--- src/design/u2_pkg.sv ---
// Shared definitions for the receive and timing core
// Register map, stream word layout and buffer sizes

package u2_pkg;

   //////////////////////////////////////////////////
   // Settings register bases
   localparam int SR_MISC     = 0;
   localparam int SR_RX_CTRL1 = 32;
   localparam int SR_RX_CTRL0 = 176;
   localparam int SR_TIME64   = 192;

   // Sample FIFO geometry
   localparam int RX_FIFO_DEPTH = 32;
   localparam int RX_FIFO_AW    = 5;
   localparam int MAX_SPP       = 16;

   localparam logic [7:0] LED_SRC_AT_RESET = 8'h1e;
   localparam logic [31:0] COMPAT_NUM      = 32'd5;

   //////////////////////////////////////////////////
   // Readback word addresses
   localparam logic [2:0] RB_TIME_HI = 3'd0;
   localparam logic [2:0] RB_TIME_LO = 3'd1;
   localparam logic [2:0] RB_PPS_HI  = 3'd2;
   localparam logic [2:0] RB_PPS_LO  = 3'd3;
   localparam logic [2:0] RB_COMPAT  = 3'd4;
   localparam logic [2:0] RB_IRQ     = 3'd5;
   localparam logic [2:0] RB_STATUS  = 3'd6;

   typedef logic [7:0]  set_addr_t;
   typedef logic [31:0] set_data_t;
   typedef logic [63:0] vita_time_t;
   typedef logic [13:0] adc_t;
   // I in the upper half, Q in the lower half
   typedef logic [31:0] sample_t;

   // Flags on top of the 32 data bits
   typedef struct packed {
      logic        sop;
      logic        eop;
      logic [1:0]  spare;
      logic [31:0] data;
   } rx_word_t;

endpackage

--- src/design/misc_regs.sv ---
// Clock, ADC, LED and PHY control registers with sticky interrupt status
// Registered readback of time, status and interrupt words
`timescale 1ns/1ns

module misc_regs
   import u2_pkg::*;
(
   input  logic       dsp_clk,
   input  logic       rst_n_i,
   input  logic       set_stb_i,
   input  set_addr_t  set_addr_i,
   input  set_data_t  set_data_i,
   input  vita_time_t vita_time_i,
   input  vita_time_t vita_time_pps_i,
   input  logic       pps_int_i,
   input  logic       overrun0_i,
   input  logic       overrun1_i,
   input  logic       run0_i,
   input  logic       run1_i,
   input  logic       clk_status_i,
   input  logic [2:0] rb_addr_i,
   output set_data_t  rb_data_o,
   output logic [7:0] leds_o,
   output logic [1:0] clk_en_o,
   output logic [1:0] clk_sel_o,
   output logic       adc_on_a_o,
   output logic       adc_oe_a_o,
   output logic       adc_on_b_o,
   output logic       adc_oe_b_o,
   output logic       phy_resetn_o
);

   logic [3:0] clk_ctrl;
   logic [3:0] adc_ctrl;
   logic [7:0] led_sw;
   logic [7:0] led_src;
   logic       phy_reset;
   logic [2:0] irq;
   logic [2:0] irq_clr;
   logic [7:0] led_hw;

   function automatic logic wr_hit(input int offset);
      wr_hit = set_stb_i && set_addr_i == set_addr_t'(SR_MISC + offset);
   endfunction

   // Clear mask only acts in the cycle of its write
   assign irq_clr = wr_hit(5) ? set_data_i[2:0] : 3'b000;

   always_ff @(posedge dsp_clk) begin
      if (!rst_n_i) begin
         clk_ctrl  <= '0;
         adc_ctrl  <= '0;
         led_sw    <= '0;
         led_src   <= LED_SRC_AT_RESET;
         phy_reset <= 1'b0;
         irq       <= '0;
      end else begin
         if (wr_hit(0))
            clk_ctrl <= set_data_i[3:0];
         if (wr_hit(1))
            adc_ctrl <= set_data_i[3:0];
         if (wr_hit(2))
            led_sw <= set_data_i[7:0];
         if (wr_hit(3))
            led_src <= set_data_i[7:0];
         if (wr_hit(4))
            phy_reset <= set_data_i[0];
         // New events win over a clear in the same cycle
         irq <= (irq & ~irq_clr) | {pps_int_i, overrun1_i, overrun0_i};
      end
   end

   assign {clk_en_o, clk_sel_o} = clk_ctrl;
   assign {adc_oe_a_o, adc_on_a_o, adc_oe_b_o, adc_on_b_o} = adc_ctrl;
   assign phy_resetn_o = !phy_reset;

   //////////////////////////////////////////////////
   // LEDs, per bit hardware or software source
   assign led_hw = {4'b0000, run0_i | run1_i, clk_status_i, irq[2], 1'b0};
   assign leds_o = (led_src & led_hw) | (~led_src & led_sw);

   always_ff @(posedge dsp_clk) begin
      case (rb_addr_i)
         RB_TIME_HI: rb_data_o <= vita_time_i[63:32];
         RB_TIME_LO: rb_data_o <= vita_time_i[31:0];
         RB_PPS_HI:  rb_data_o <= vita_time_pps_i[63:32];
         RB_PPS_LO:  rb_data_o <= vita_time_pps_i[31:0];
         RB_COMPAT:  rb_data_o <= COMPAT_NUM;
         RB_IRQ:     rb_data_o <= {29'd0, irq};
         RB_STATUS:  rb_data_o <= {29'd0, run1_i, run0_i, clk_status_i};
         default:    rb_data_o <= '0;
      endcase
   end

endmodule

--- src/design/rx_channel.sv ---
// One receive channel: decimated ADC capture framed into VITA-timed packets
// Each packet is a header word followed by spp sample words in its own FIFO
`timescale 1ns/1ns

module rx_channel
   import u2_pkg::*;
#(
   parameter int BASE = 0
) (
   input  logic      dsp_clk,
   input  logic      rst_n_i,
   input  logic      set_stb_i,
   input  set_addr_t set_addr_i,
   input  set_data_t set_data_i,
   input  vita_time_t vita_time_i,
   input  adc_t      adc_a_i,
   input  adc_t      adc_b_i,
   output rx_word_t  out_data_o,
   output logic      out_src_rdy_o,
   input  logic      out_dst_rdy_i,
   output logic      run_o,
   output logic      overrun_o
);

   localparam int SW = $clog2(MAX_SPP);

   logic                cmd_stb, decim_stb, spp_stb;
   logic [15:0]         pkts_left;
   logic [7:0]          decim_reg, decim_m1, dcnt;
   logic [SW-1:0]       spp_reg, spp_m1, scnt;
   logic [SW:0]         spp;
   logic [RX_FIFO_AW:0] fifo_free, need;
   logic                run, in_pkt, pend, pend_eop;
   logic                tick, fits, hdr_wr, cap, last_cap, fifo_wr;
   sample_t             sample, hold;
   rx_word_t            hdr_word, smp_word, fifo_data;

   assign cmd_stb   = set_stb_i && set_addr_i == set_addr_t'(BASE);
   assign decim_stb = set_stb_i && set_addr_i == set_addr_t'(BASE + 1);
   assign spp_stb   = set_stb_i && set_addr_i == set_addr_t'(BASE + 2);

   // Zero in either field selects the largest setting
   assign decim_m1 = decim_reg - 8'd1;
   assign spp      = (spp_reg == '0) ? (SW+1)'(MAX_SPP) : {1'b0, spp_reg};
   assign spp_m1   = SW'(spp - 1'b1);
   assign need     = (RX_FIFO_AW+1)'(spp) + 1'b1;

   assign sample = {{2{adc_a_i[13]}}, adc_a_i, {2{adc_b_i[13]}}, adc_b_i};

   //////////////////////////////////////////////////
   // Capture decisions
   assign tick     = run && dcnt == 8'd0;
   assign fits     = fifo_free >= need;
   // A still pending sample word holds off the next header by one edge
   assign hdr_wr   = tick && !in_pkt && !pend && fits;
   assign cap      = (tick && in_pkt) || hdr_wr;
   assign last_cap = in_pkt ? (scnt == spp_m1) : (spp_m1 == '0);

   assign hdr_word  = '{sop: 1'b1, eop: 1'b0, spare: 2'b00, data: vita_time_i[31:0]};
   assign smp_word  = '{sop: 1'b0, eop: pend_eop, spare: 2'b00, data: hold};
   assign fifo_wr   = hdr_wr || pend;
   assign fifo_data = hdr_wr ? hdr_word : smp_word;

   always_ff @(posedge dsp_clk) begin
      if (!rst_n_i) begin
         run       <= 1'b0;
         overrun_o <= 1'b0;
         pkts_left <= '0;
         decim_reg <= '0;
         spp_reg   <= '0;
         dcnt      <= '0;
         scnt      <= '0;
         in_pkt    <= 1'b0;
         pend      <= 1'b0;
      end else begin
         overrun_o <= 1'b0;
         pend      <= 1'b0;
         if (decim_stb)
            decim_reg <= set_data_i[7:0];
         if (spp_stb)
            spp_reg <= set_data_i[SW-1:0];
         if (cmd_stb) begin
            run       <= set_data_i[15:0] != 16'd0;
            pkts_left <= set_data_i[15:0];
            dcnt      <= '0;
            in_pkt    <= 1'b0;
         end else if (tick && !in_pkt && !pend && !fits) begin
            // No room for a whole packet
            overrun_o <= 1'b1;
            run       <= 1'b0;
         end else if (cap) begin
            dcnt     <= decim_m1;
            pend     <= 1'b1;
            pend_eop <= last_cap;
            scnt     <= in_pkt ? scnt + 1'b1 : SW'(1);
            in_pkt   <= !last_cap;
            if (last_cap) begin
               pkts_left <= pkts_left - 16'd1;
               if (pkts_left == 16'd1)
                  run <= 1'b0;
            end
         end else if (run && dcnt != 8'd0) begin
            dcnt <= dcnt - 8'd1;
         end
      end
   end

   always_ff @(posedge dsp_clk) begin
      if (cap)
         hold <= sample;
   end

   assign run_o = run;

   sample_fifo i_sample_fifo (
      .dsp_clk   (dsp_clk),
      .rst_n_i   (rst_n_i),
      .clear_i   (cmd_stb),
      .wr_i      (fifo_wr),
      .wr_data_i (fifo_data),
      .rd_data_o (out_data_o),
      .src_rdy_o (out_src_rdy_o),
      .dst_rdy_i (out_dst_rdy_i),
      .free_o    (fifo_free)
   );

endmodule

--- src/design/sample_fifo.sv ---
// Circular buffer of stream words for one receive channel
// Reports free entries so the framer can reserve a whole packet
`timescale 1ns/1ns

module sample_fifo
   import u2_pkg::*;
(
   input  logic                  dsp_clk,
   input  logic                  rst_n_i,
   input  logic                  clear_i,
   input  logic                  wr_i,
   input  rx_word_t              wr_data_i,
   output rx_word_t              rd_data_o,
   output logic                  src_rdy_o,
   input  logic                  dst_rdy_i,
   output logic [RX_FIFO_AW:0]   free_o
);

   rx_word_t              mem [RX_FIFO_DEPTH];
   logic [RX_FIFO_AW-1:0] wr_ptr;
   logic [RX_FIFO_AW-1:0] rd_ptr;
   logic [RX_FIFO_AW:0]   count;
   logic                  rd;

   assign src_rdy_o = count != '0;
   assign rd        = src_rdy_o && dst_rdy_i;
   assign rd_data_o = mem[rd_ptr];
   assign free_o    = (RX_FIFO_AW+1)'(RX_FIFO_DEPTH) - count;

   always_ff @(posedge dsp_clk) begin
      if (wr_i)
         mem[wr_ptr] <= wr_data_i;
   end

   always_ff @(posedge dsp_clk) begin
      if (!rst_n_i || clear_i) begin
         wr_ptr <= '0;
         rd_ptr <= '0;
         count  <= '0;
      end else begin
         if (wr_i)
            wr_ptr <= wr_ptr + 1'b1;
         if (rd)
            rd_ptr <= rd_ptr + 1'b1;
         if (wr_i && !rd)
            count <= count + 1'b1;
         else if (rd && !wr_i)
            count <= count - 1'b1;
      end
   end

endmodule

--- src/design/stream_arbiter.sv ---
// Round-robin merge of the two channel streams onto one output
// A grant is held from the first offered word through the eop transfer
`timescale 1ns/1ns

module stream_arbiter
   import u2_pkg::*;
(
   input  logic     dsp_clk,
   input  logic     rst_n_i,
   input  rx_word_t in0_data_i,
   input  logic     in0_src_rdy_i,
   output logic     in0_dst_rdy_o,
   input  rx_word_t in1_data_i,
   input  logic     in1_src_rdy_i,
   output logic     in1_dst_rdy_o,
   output rx_word_t stream_data_o,
   output logic     stream_chan_o,
   output logic     stream_src_rdy_o,
   input  logic     stream_dst_rdy_i
);

   logic lock;
   logic owner;
   logic last;
   logic sel;
   logic xfer;

   always_comb begin
      if (lock)
         sel = owner;
      else if (in0_src_rdy_i && in1_src_rdy_i)
         sel = !last;
      else
         sel = in1_src_rdy_i;
   end

   assign stream_data_o    = sel ? in1_data_i : in0_data_i;
   assign stream_src_rdy_o = sel ? in1_src_rdy_i : in0_src_rdy_i;
   assign stream_chan_o    = sel;
   assign in0_dst_rdy_o    = stream_dst_rdy_i && !sel;
   assign in1_dst_rdy_o    = stream_dst_rdy_i && sel;
   assign xfer             = stream_src_rdy_o && stream_dst_rdy_i;

   always_ff @(posedge dsp_clk) begin
      if (!rst_n_i) begin
         lock  <= 1'b0;
         owner <= 1'b0;
         // Channel 0 goes first
         last  <= 1'b1;
      end else if (lock) begin
         if (xfer && stream_data_o.eop)
            lock <= 1'b0;
      end else if (stream_src_rdy_o) begin
         // Grab the grant as soon as a word is offered so it holds steady
         lock  <= !(xfer && stream_data_o.eop);
         owner <= sel;
         last  <= sel;
      end
   end

endmodule

--- src/design/time_keeper.sv ---
// 64-bit VITA time counter, loaded over the settings bus
// Captures the running time on each rising PPS edge
`timescale 1ns/1ns

module time_keeper
   import u2_pkg::*;
(
   input  logic       dsp_clk,
   input  logic       rst_n_i,
   input  logic       set_stb_i,
   input  set_addr_t  set_addr_i,
   input  set_data_t  set_data_i,
   input  logic       pps_i,
   output vita_time_t vita_time_o,
   output vita_time_t vita_time_pps_o,
   output logic       pps_int_o
);

   set_data_t hi_pending;
   logic      pps_d;
   logic      pps_edge;

   assign pps_edge = pps_i && !pps_d;

   always_ff @(posedge dsp_clk) begin
      if (!rst_n_i) begin
         vita_time_o <= '0;
         hi_pending  <= '0;
         pps_d       <= 1'b1;
         pps_int_o   <= 1'b0;
      end else begin
         pps_d     <= pps_i;
         pps_int_o <= pps_edge;
         if (set_stb_i && set_addr_i == set_addr_t'(SR_TIME64))
            hi_pending <= set_data_i;
         // Low word write commits the full 64-bit value
         if (set_stb_i && set_addr_i == set_addr_t'(SR_TIME64 + 1))
            vita_time_o <= {hi_pending, set_data_i};
         else
            vita_time_o <= vita_time_o + 64'd1;
      end
   end

   // Time as seen at the PPS edge, before this edge's increment
   always_ff @(posedge dsp_clk) begin
      if (pps_edge)
         vita_time_pps_o <= vita_time_o;
   end

endmodule

--- src/design/u2_core.sv ---
// Receive and timing core top level
// Time keeper, two receive channels, stream merge and misc registers
`timescale 1ns/1ns

module u2_core
   import u2_pkg::*;
(
   input  logic       dsp_clk,
   input  logic       rst_n_i,
   // Settings bus
   input  logic       set_stb_i,
   input  set_addr_t  set_addr_i,
   input  set_data_t  set_data_i,
   input  logic       pps_i,
   input  adc_t       adc_a_i,
   input  adc_t       adc_b_i,
   input  logic       clk_status_i,
   input  logic [2:0] rb_addr_i,
   output set_data_t  rb_data_o,
   // Merged sample stream
   output rx_word_t   stream_data_o,
   output logic       stream_chan_o,
   output logic       stream_src_rdy_o,
   input  logic       stream_dst_rdy_i,
   output logic [7:0] leds_o,
   output logic [1:0] clk_en_o,
   output logic [1:0] clk_sel_o,
   output logic       adc_on_a_o,
   output logic       adc_oe_a_o,
   output logic       adc_on_b_o,
   output logic       adc_oe_b_o,
   output logic       phy_resetn_o
);

   vita_time_t vita_time, vita_time_pps;
   logic       pps_int;
   rx_word_t   rx0_data, rx1_data;
   logic       rx0_src_rdy, rx0_dst_rdy, rx1_src_rdy, rx1_dst_rdy;
   logic       run0, run1, overrun0, overrun1;

   time_keeper i_time_keeper (
      .dsp_clk(dsp_clk), .rst_n_i(rst_n_i),
      .set_stb_i(set_stb_i), .set_addr_i(set_addr_i), .set_data_i(set_data_i),
      .pps_i(pps_i), .vita_time_o(vita_time), .vita_time_pps_o(vita_time_pps),
      .pps_int_o(pps_int)
   );

   //////////////////////////////////////////////////
   // Receive channels
   rx_channel #(.BASE(SR_RX_CTRL0)) i_rx_channel0 (
      .dsp_clk(dsp_clk), .rst_n_i(rst_n_i),
      .set_stb_i(set_stb_i), .set_addr_i(set_addr_i), .set_data_i(set_data_i),
      .vita_time_i(vita_time), .adc_a_i(adc_a_i), .adc_b_i(adc_b_i),
      .out_data_o(rx0_data), .out_src_rdy_o(rx0_src_rdy), .out_dst_rdy_i(rx0_dst_rdy),
      .run_o(run0), .overrun_o(overrun0)
   );

   rx_channel #(.BASE(SR_RX_CTRL1)) i_rx_channel1 (
      .dsp_clk(dsp_clk), .rst_n_i(rst_n_i),
      .set_stb_i(set_stb_i), .set_addr_i(set_addr_i), .set_data_i(set_data_i),
      .vita_time_i(vita_time), .adc_a_i(adc_a_i), .adc_b_i(adc_b_i),
      .out_data_o(rx1_data), .out_src_rdy_o(rx1_src_rdy), .out_dst_rdy_i(rx1_dst_rdy),
      .run_o(run1), .overrun_o(overrun1)
   );

   stream_arbiter i_stream_arbiter (
      .dsp_clk(dsp_clk), .rst_n_i(rst_n_i),
      .in0_data_i(rx0_data), .in0_src_rdy_i(rx0_src_rdy), .in0_dst_rdy_o(rx0_dst_rdy),
      .in1_data_i(rx1_data), .in1_src_rdy_i(rx1_src_rdy), .in1_dst_rdy_o(rx1_dst_rdy),
      .stream_data_o(stream_data_o), .stream_chan_o(stream_chan_o),
      .stream_src_rdy_o(stream_src_rdy_o), .stream_dst_rdy_i(stream_dst_rdy_i)
   );

   //////////////////////////////////////////////////
   // Control registers and readback
   misc_regs i_misc_regs (
      .dsp_clk(dsp_clk), .rst_n_i(rst_n_i),
      .set_stb_i(set_stb_i), .set_addr_i(set_addr_i), .set_data_i(set_data_i),
      .vita_time_i(vita_time), .vita_time_pps_i(vita_time_pps), .pps_int_i(pps_int),
      .overrun0_i(overrun0), .overrun1_i(overrun1), .run0_i(run0), .run1_i(run1),
      .clk_status_i(clk_status_i), .rb_addr_i(rb_addr_i), .rb_data_o(rb_data_o),
      .leds_o(leds_o), .clk_en_o(clk_en_o), .clk_sel_o(clk_sel_o),
      .adc_on_a_o(adc_on_a_o), .adc_oe_a_o(adc_oe_a_o),
      .adc_on_b_o(adc_on_b_o), .adc_oe_b_o(adc_oe_b_o),
      .phy_resetn_o(phy_resetn_o)
   );

endmodule

--- config.mk ---
export PLATFORM = sky130hd
export DESIGN_NAME = u2_core
export DESIGN_NICKNAME = d
export VERILOG_FILES = /design/src/design/u2_pkg.sv /design/src/design/misc_regs.sv /design/src/design/rx_channel.sv /design/src/design/sample_fifo.sv /design/src/design/stream_arbiter.sv /design/src/design/time_keeper.sv /design/src/design/u2_core.sv
export SDC_FILE = /design/constraint.sdc
export NUM_CORES = 2
export LEC_CHECK = 0
export BUFFER_PORTS_ARGS = -buffer_cell sky130_fd_sc_hd__buf_2
export CORE_UTILIZATION = 41
export DETAILED_ROUTE_END_ITERATION = 7
export PLACE_DENSITY = 0.65
export SYNTH_ARGS = -nofsm -noshare
export SYNTH_HDL_FRONTEND = slang
export SYNTH_SLANG_ARGS = --single-unit
--- constraint.sdc ---
create_clock -name dsp_clk -period 4.7 [get_ports dsp_clk]
set_input_delay 0.235 -clock dsp_clk [delete_from_list [all_inputs] [get_ports dsp_clk]]
set_output_delay 0.235 -clock dsp_clk [all_outputs]
set_load 0.01 [all_outputs]
# Word-level counts from Yosys, hierarchy flattened
# Memory sizes are Yosys's and may differ from the RTL's. A register that Yosys moved wholly into a read port is not among the register bits.
# Cells that the tools add are included.
dict set report word_totals {
  inputBits 77
  ramBits 2304
  reg_bits 407
  latch_bits 0
  mem_count 2
  rom_bits 0
  output_inout_bits 87
  wordCells 273
}
dict set report op_classes {
  n_shift 0
  n_div 0
  n_reduce_logical 108
  add_sub_neg 23
  bitwise_logic 14
  order_cmp 2
  mux 56
  n_eq_ne 25
  n_mul 0
}
# name depth word_bits read_ports rd_ports_with_merged_regs write_ports line
set mem_list {}
lappend mem_list {i_rx_channel0.i_sample_fifo.mem 32 36 1 1 1 sample_fifo.sv:19} ;# rx_word_t mem [RX_FIFO_DEPTH];
lappend mem_list {i_rx_channel1.i_sample_fifo.mem 32 36 1 1 1 sample_fifo.sv:19}
# op count
set ops {}
lappend ops {{32-bit case mux with 7 select lines} 1}
lappend ops {{16-bit 2-to-1 mux} 8}
lappend ops {{36-bit 2-to-1 mux} 3}
lappend ops {{64-bit by 1-bit adder with 64-bit output, second input constant} 1}
lappend ops {{64-bit 2-to-1 mux} 1}
lappend ops {{8-bit == test, second input constant} 5}
lappend ops {{1-bit logical AND} 40}
lappend ops {{16-bit by 1-bit == test with 1-bit output, second input constant} 2}
lappend ops {{8-bit 2-to-1 mux} 4}
lappend ops {{16-bit by 1-bit subtractor with 16-bit output, second input constant} 2}
lappend ops {{8-bit by 1-bit subtractor with 8-bit output, second input constant} 4}
lappend ops {{5-bit 2-to-1 mux} 6}
lappend ops {{1-bit 2-to-1 mux} 26}
lappend ops {{8-bit by 6-bit == test with 1-bit output, second input constant} 3}
lappend ops {{8-bit logical NOT} 3}
lappend ops {{6-bit 2-to-1 mux} 4}
lappend ops {{5-bit by 1-bit adder with 5-bit output, second input constant} 4}
lappend ops {{1-bit logical NOT} 18}
lappend ops {{3-bit AND reduction} 6}
lappend ops {{3-bit nonzero test} 6}
lappend ops {{8-bit by 2-bit == test with 1-bit output, second input constant} 2}
lappend ops {{8-bit by 3-bit == test with 1-bit output, second input constant} 2}
lappend ops {{4-bit logical NOT} 4}
lappend ops {{16-bit nonzero test} 1}
lappend ops {{other kinds (33)} 72}

# Logic depth before layout (Yosys ltp)
dict set report depth {
  ltp_word 10
  ltp_mapped 22
  ltp_nobuf 20
}

# By module
# From an unflattened synthesis, not the netlist that was laid out.
dict set report hier_totals {
  cells_unflattened 6425
  area_unflattened_um2 108870.7
}
# module area_per_inst_um2 cells_per_inst n_inst seq_area_each_um2
set by_module_without_submodules {}
lappend by_module_without_submodules {{sample_fifo at i_rx_channel0.i_sample_fifo} 45270.9 2289 1 35013.6}
lappend by_module_without_submodules {{sample_fifo at i_rx_channel1.i_sample_fifo} 45253.4 2289 1 35013.6}
lappend by_module_without_submodules {time_keeper 6957.9 708 1 3883.7}
lappend by_module_without_submodules {{rx_channel at i_rx_channel1} 3896.2 407 1 1751.7}
lappend by_module_without_submodules {{rx_channel at i_rx_channel0} 3891.2 411 1 1751.7}
lappend by_module_without_submodules {misc_regs 2984.1 259 1 1201.2}
lappend by_module_without_submodules {stream_arbiter 616.8 62 1 60.1}

# Worst setup path before layout
# OpenSTA, ideal clock, no wires.
dict set report synth_timing {
  path_type {reg2reg}
  start {register i_rx_channel1.i_sample_fifo.count[0]}
  end {memory i_rx_channel1.i_sample_fifo.mem[20][0] (netlist name), enable pin}
  t_arrival_ns 3.943
  n_path_buf 0
  path_stages_with_launch 11
  required_ns 4.275
  setup_time_ns 0.425
  period_less_slack_ns 4.368
  path_slack_ns 0.332
  cell_sequence {dfxtp_1 inv_1 ha_1 or3b_2 xor2_1 ha_1 nand4_1 o211a_1 o21ai_2 nand2_1 nor2_1}
}
dict set report synth_between {
  elab_chain_len 6
}
# item line
set synth_rtl {}
lappend synth_rtl {{from (decl)} sample_fifo.sv:22} ;# logic [RX_FIFO_AW:0] count;
lappend synth_rtl {{from (signal assigned)} sample_fifo.sv:46} ;# count <= count + 1'b1;
lappend synth_rtl {{from (signal assigned)} sample_fifo.sv:48} ;# count <= count - 1'b1;
lappend synth_rtl {{6-bit subtractor} sample_fifo.sv:28} ;# assign free_o = (RX_FIFO_AW+1)'(RX_FIFO_DEPTH) - count;
lappend synth_rtl {{6-bit >= comparator} rx_channel.sv:53} ;# assign fits = fifo_free >= need;
lappend synth_rtl {{1-bit logical AND} rx_channel.sv:55} ;# assign hdr_wr = tick && !in_pkt && !pend && fits;
lappend synth_rtl {{1-bit logical OR} rx_channel.sv:61} ;# assign fifo_wr = hdr_wr || pend;
lappend synth_rtl {{via i_rx_channel1.fifo_wr} rx_channel.sv:34} ;# logic tick, fits, hdr_wr, cap, last_cap, fifo_wr;
lappend synth_rtl {{1-bit 2-to-1 mux} sample_fifo.sv:31} ;# if (wr_i)
lappend synth_rtl {{1-bit 2-to-1 mux (implied by the code)} sample_fifo.sv:32} ;# mem[wr_ptr] <= wr_data_i;
lappend synth_rtl {{to (decl)} sample_fifo.sv:19}
# The timed path passes the listed nets, and every way through them passes these cells.

==> summary by stage <==
Yosys
The combinational family with the most area after synthesis is multiplexers. The fraction of the mapped netlist area in adder cells is less than 1%. The unique cell type count in the Yosys netlist is 81.

Sequential elements use 73.9% of the synthesized area. Each instance of the synthesized netlist takes up on average 19.5 um2. For this run, asynchronously set or reset flops after synthesis account for 0%. After synthesis, the share of cell area in mux cells is 15.8%. The fraction of synthesized cell area in xor and xnor cells is 1.23%. The number of warning messages in the yosys log is 0. The gate count after technology mapping is 5205. After synthesis the netlist holds a flip-flop and latch count of between 2000 and 3000. The area fraction in and, or, nand and nor cells after synthesis is a little over 4%.

The area fraction in compound gates after synthesis is 3.01%. Among all flip-flop cells after synthesis, the most frequent one is sky130_fd_sc_hd__edfxtp_1. The count of flip-flops with a built-in enable after synthesis is 2298. The netlist area before placement is 101000 um2.

Timing
The final-report max-slew violation count is 0. The accumulated negative setup slack is 0 ns. Setup violations remaining at the end of the flow were counted as 0. The worst path in the final design needs a cycle of approximately 4.6 ns, including I/O delays and setup. Headroom to the max-slew limit came out at 21.9%. The clock skew is 0.0810 ns.

Setup repair after global routing left no endpoint under its margin. The transition time at the pin with the least slew margin is 1.17 ns. The final hold violation count is 0. For this run, the top clock speed supported by timing is between 200 and 250 MHz. The share of the clock period used by the worst path is 97.8%.

Pwr
For this design the static power due to leakage is around 37 nW. For this design the ratio of total power to cell area is 435 nW/um2. The worst voltage drop across the vdd grid is 0.000370 V.

Critical path
The critical path in this run is classified as flop to output port. The worst-case reg-to-reg path depth is 13. The signal on the critical path passes through inv_1 > ha_1 > or3b_2 > nor3_2 > o31a_4 > nand2b_2 > o22ai_1 > nor2_1 > buf_2. The worst setup path is captured at an output port. The kind of cell adding the most delay to the critical path is simple AND/OR/NAND/NOR gates. Data on the critical path arrives at its endpoint at ~4.4 ns. Of all nets on the critical path, the largest fanout is 20. The required time reported for the critical path endpoint is about 4.5 ns. The worst stage delay on the critical path is 0.86 ns.

The sort of element at the start of the critical path is a flop. The slowest stage of the critical path is the sky130_fd_sc_hd__o22ai_1 cell. The buffers plus inverters on the worst setup path is 2. Counting buffers and inverters, the worst setup path is 9 cells deep.

Clocking
The cell chosen for the clock root is sky130_fd_sc_hd__clkbuf_16. The buffer depth of the longest clock path is 4. In this run the number of H-tree levels came out at 5. TritonCTS built the clock tree.

The TritonCTS buffer count is between 200 and 300. Clock-pin slew was measured on the worst setup and hold paths at ~0.060 ns. The clock drives 2589 sinks. The later-pin clock latency in the skew report is 0.94 ns.

Placed design
The number of buffers inserted by port buffering is 161. The sum of net half-perimeters after detailed placement is 160 mm. The placed instances occupy a cell area of about 110000 um2. Routability-driven placement finished with a final weighted congestion of 0.836.

Cells and area
After routing the design area is 118000 um2. Of the cells placed in the final design, the portion with a size suffix greater than 1 is between 20% and 30%. The final design utilization is 47.9%. The final layout net count is 5819. Fill cells in the final layout number 19800. The most common cell after layout, fill and taps aside is sky130_fd_sc_hd__edfxtp_1. In the final layout, the multi-input gates occupy 25600 um2. The synthesis-to-layout area growth is 16.2%. The largest registers in the layout are i_rx_channel0.i_sample_fifo.mem (1088), i_rx_channel1.i_sample_fifo.mem (1088).

Summing all flip-flop and latch instances after layout gives 74900 um2. In the layout the commonest cells are sky130_fd_sc_hd__edfxtp_1, sky130_fd_sc_hd__mux4_2, sky130_fd_sc_hd__nand2_1, sky130_fd_sc_hd__clkbuf_16, sky130_fd_sc_hd__dfxtp_1.

Floorplanning
The overall die area is 249000 um2. The core area is 246000 um2. The number of rows in the core area is between 150 and 200. The count of boundary I/O pins is between 150 and 200. The floorplan die width is 499 um.

The floorplan step set the die height to 499 um. Once the floorplan was initialized, standard cells occupied between 40% and 50% of the core.

Global routing
The maximum number of pins on one net before global-route repair is 80. The via count of the first global-routing pass is 53200. The overflow left after global routing is 0.

The first global-routing pass estimated approximately 380 mm of wire. The number of antenna violations at the first check in global routing is 20. The overall global routing resource usage is ~22%.

Worst hold path
The tightest min-delay check is of the primary input to flop type. The number of cells on the worst hold path is 2.

Run
The tool flagged a number of max-cap violations equal to 0.

Routing
The iteration-0 DRC count of the detailed router is between 6000 and 7000. Before antenna repair, the detailed router went through 5 iterations. The post-detailed-route wirelength per cell is just under 30 um. The aggregate routed wire length is between 200 and 300 mm. The final route contains 53400 vias. The DRC violation count after routing is 0. The number of nets with antenna violations after detailed routing is 0.

Using the TritonRoute via totals, the vias-per-cell ratio works out to 5.86.

Outcome
The run finished with clean final reports.
## metrics by stage
step	power [mW]	hold WS [ns]	cells	worst slack (ns)
5_1_grt	52.7	0.122	9112	0.0304
2_1_floorplan	28.5	0.334	5207	0.332
3_3_place_gp	30.0	0.430	8531	0.134
3_5_place_dp	30.0	0.437	8531	0.287
6_report	51.2	0.127	9118	0.104
4_1_cts	51.5	0.0899	9110	-0.00631
## synthesized netlist by cell type, types with 10 or more instances
master                     count  share of area (%)
sky130_fd_sc_hd__buf_1        20              0.074
sky130_fd_sc_hd__a21oi_1     163               0.81
sky130_fd_sc_hd__mux2_2       29               0.32
sky130_fd_sc_hd__and3_1       20               0.12
sky130_fd_sc_hd__nor2b_1      12              0.074
sky130_fd_sc_hd__nor3_1       32               0.16
sky130_fd_sc_hd__o22ai_1      67               0.41
sky130_fd_sc_hd__nand2_1     296                1.1
sky130_fd_sc_hd__nand2b_1     18               0.11
sky130_fd_sc_hd__mux2i_1      37               0.37
sky130_fd_sc_hd__a22o_1       33               0.29
sky130_fd_sc_hd__xor2_1       93               0.80
sky130_fd_sc_hd__a21o_1       10              0.074
sky130_fd_sc_hd__clkbuf_1    176               0.65
sky130_fd_sc_hd__o21ai_0      90               0.44
sky130_fd_sc_hd__or3_1        16              0.099
sky130_fd_sc_hd__and2_1       11              0.068
sky130_fd_sc_hd__a211oi_1     30               0.22
sky130_fd_sc_hd__dfxtp_1     291                5.8
sky130_fd_sc_hd__inv_1        41               0.15
sky130_fd_sc_hd__nand4_1      42               0.26
sky130_fd_sc_hd__edfxtp_1   2298                 68
sky130_fd_sc_hd__nor4_1       11              0.068
sky130_fd_sc_hd__buf_2        83               0.41
sky130_fd_sc_hd__nand3_1      83               0.41
sky130_fd_sc_hd__ha_1         50               0.62
sky130_fd_sc_hd__xnor2_1      49               0.42
sky130_fd_sc_hd__nor2_1      252               0.93
sky130_fd_sc_hd__mux4_2      678                 15
sky130_fd_sc_hd__a221o_1      29               0.29
## where the power goes
part           internal [mW]  switching, mW
logic                   2.30           2.29
registers               24.8          0.161
clock network           12.9           8.80
total                   40.0           11.3
## cell families (layout without fill, tap and decap cells)
kind of cell	Yosys count	count (layout)
compound gates	482	482
xor+xnor	142	142
fa+ha+maj	52	52
buf+inv	332	1016
flops	2589	2589
mux	744	744
other cells	2	11
simple gates	862	862
## layout make-up
| type | count | share of cell area [%] |
|---|---|---|
| timing repair buffer | 485 | 3.45 |
| tap | 3220 | 3.42 |
| antenna | 7 | 0.0149 |
| multi-input combinational | 2286 | 21.8 |
| clock buffer | 358 | 6.53 |
| sequential | 2589 | 63.6 |
| inverter | 43 | 0.143 |
| clock inverter | 130 | 1.08 |
## what timing repair did
action / 4_1_cts / 5_1_grt
gates resized for setup: 3 / 5
setup buffers: 0 / 1
hold endpoints to repair: 245 / 0
cloned: 0 / 0
endpoints found under the setup margin: 2 / 15
hold buffers: 91 / 0
## worst paths after layout
path                                   startpoint                                      to  slack [ns]
max          i_rx_channel1.i_sample_fifo.count[0]                        stream_data_o[6]        0.10
min                                    adc_a_i[8]                  i_rx_channel0.hold[24]        0.13
max reg2reg  i_rx_channel0.i_sample_fifo.count[1]  i_rx_channel0.i_sample_fifo.mem[23][1]        0.26
min reg2reg               i_time_keeper.pps_int_o                      i_misc_regs.irq[2]        0.45
## routing by layer
| layer | global-route usage [%] | vias up | wire [um] | share of wire, % |
|---|---|---|---|---|
| met4 | 7.45 | 6 | 9200 | 3.4 |
| met5 | 0 | - | 52 | 0.019 |
| met1 | 30.3 | 28100 | 109000 | 40 |
| met2 | 33.7 | 2701 | 127000 | 47 |
| met3 | 4.67 | 440 | 26800 | 9.8 |
| li1 | - | 22200 | - | - |
No activity file was read; power rests on OpenSTA's default activity.
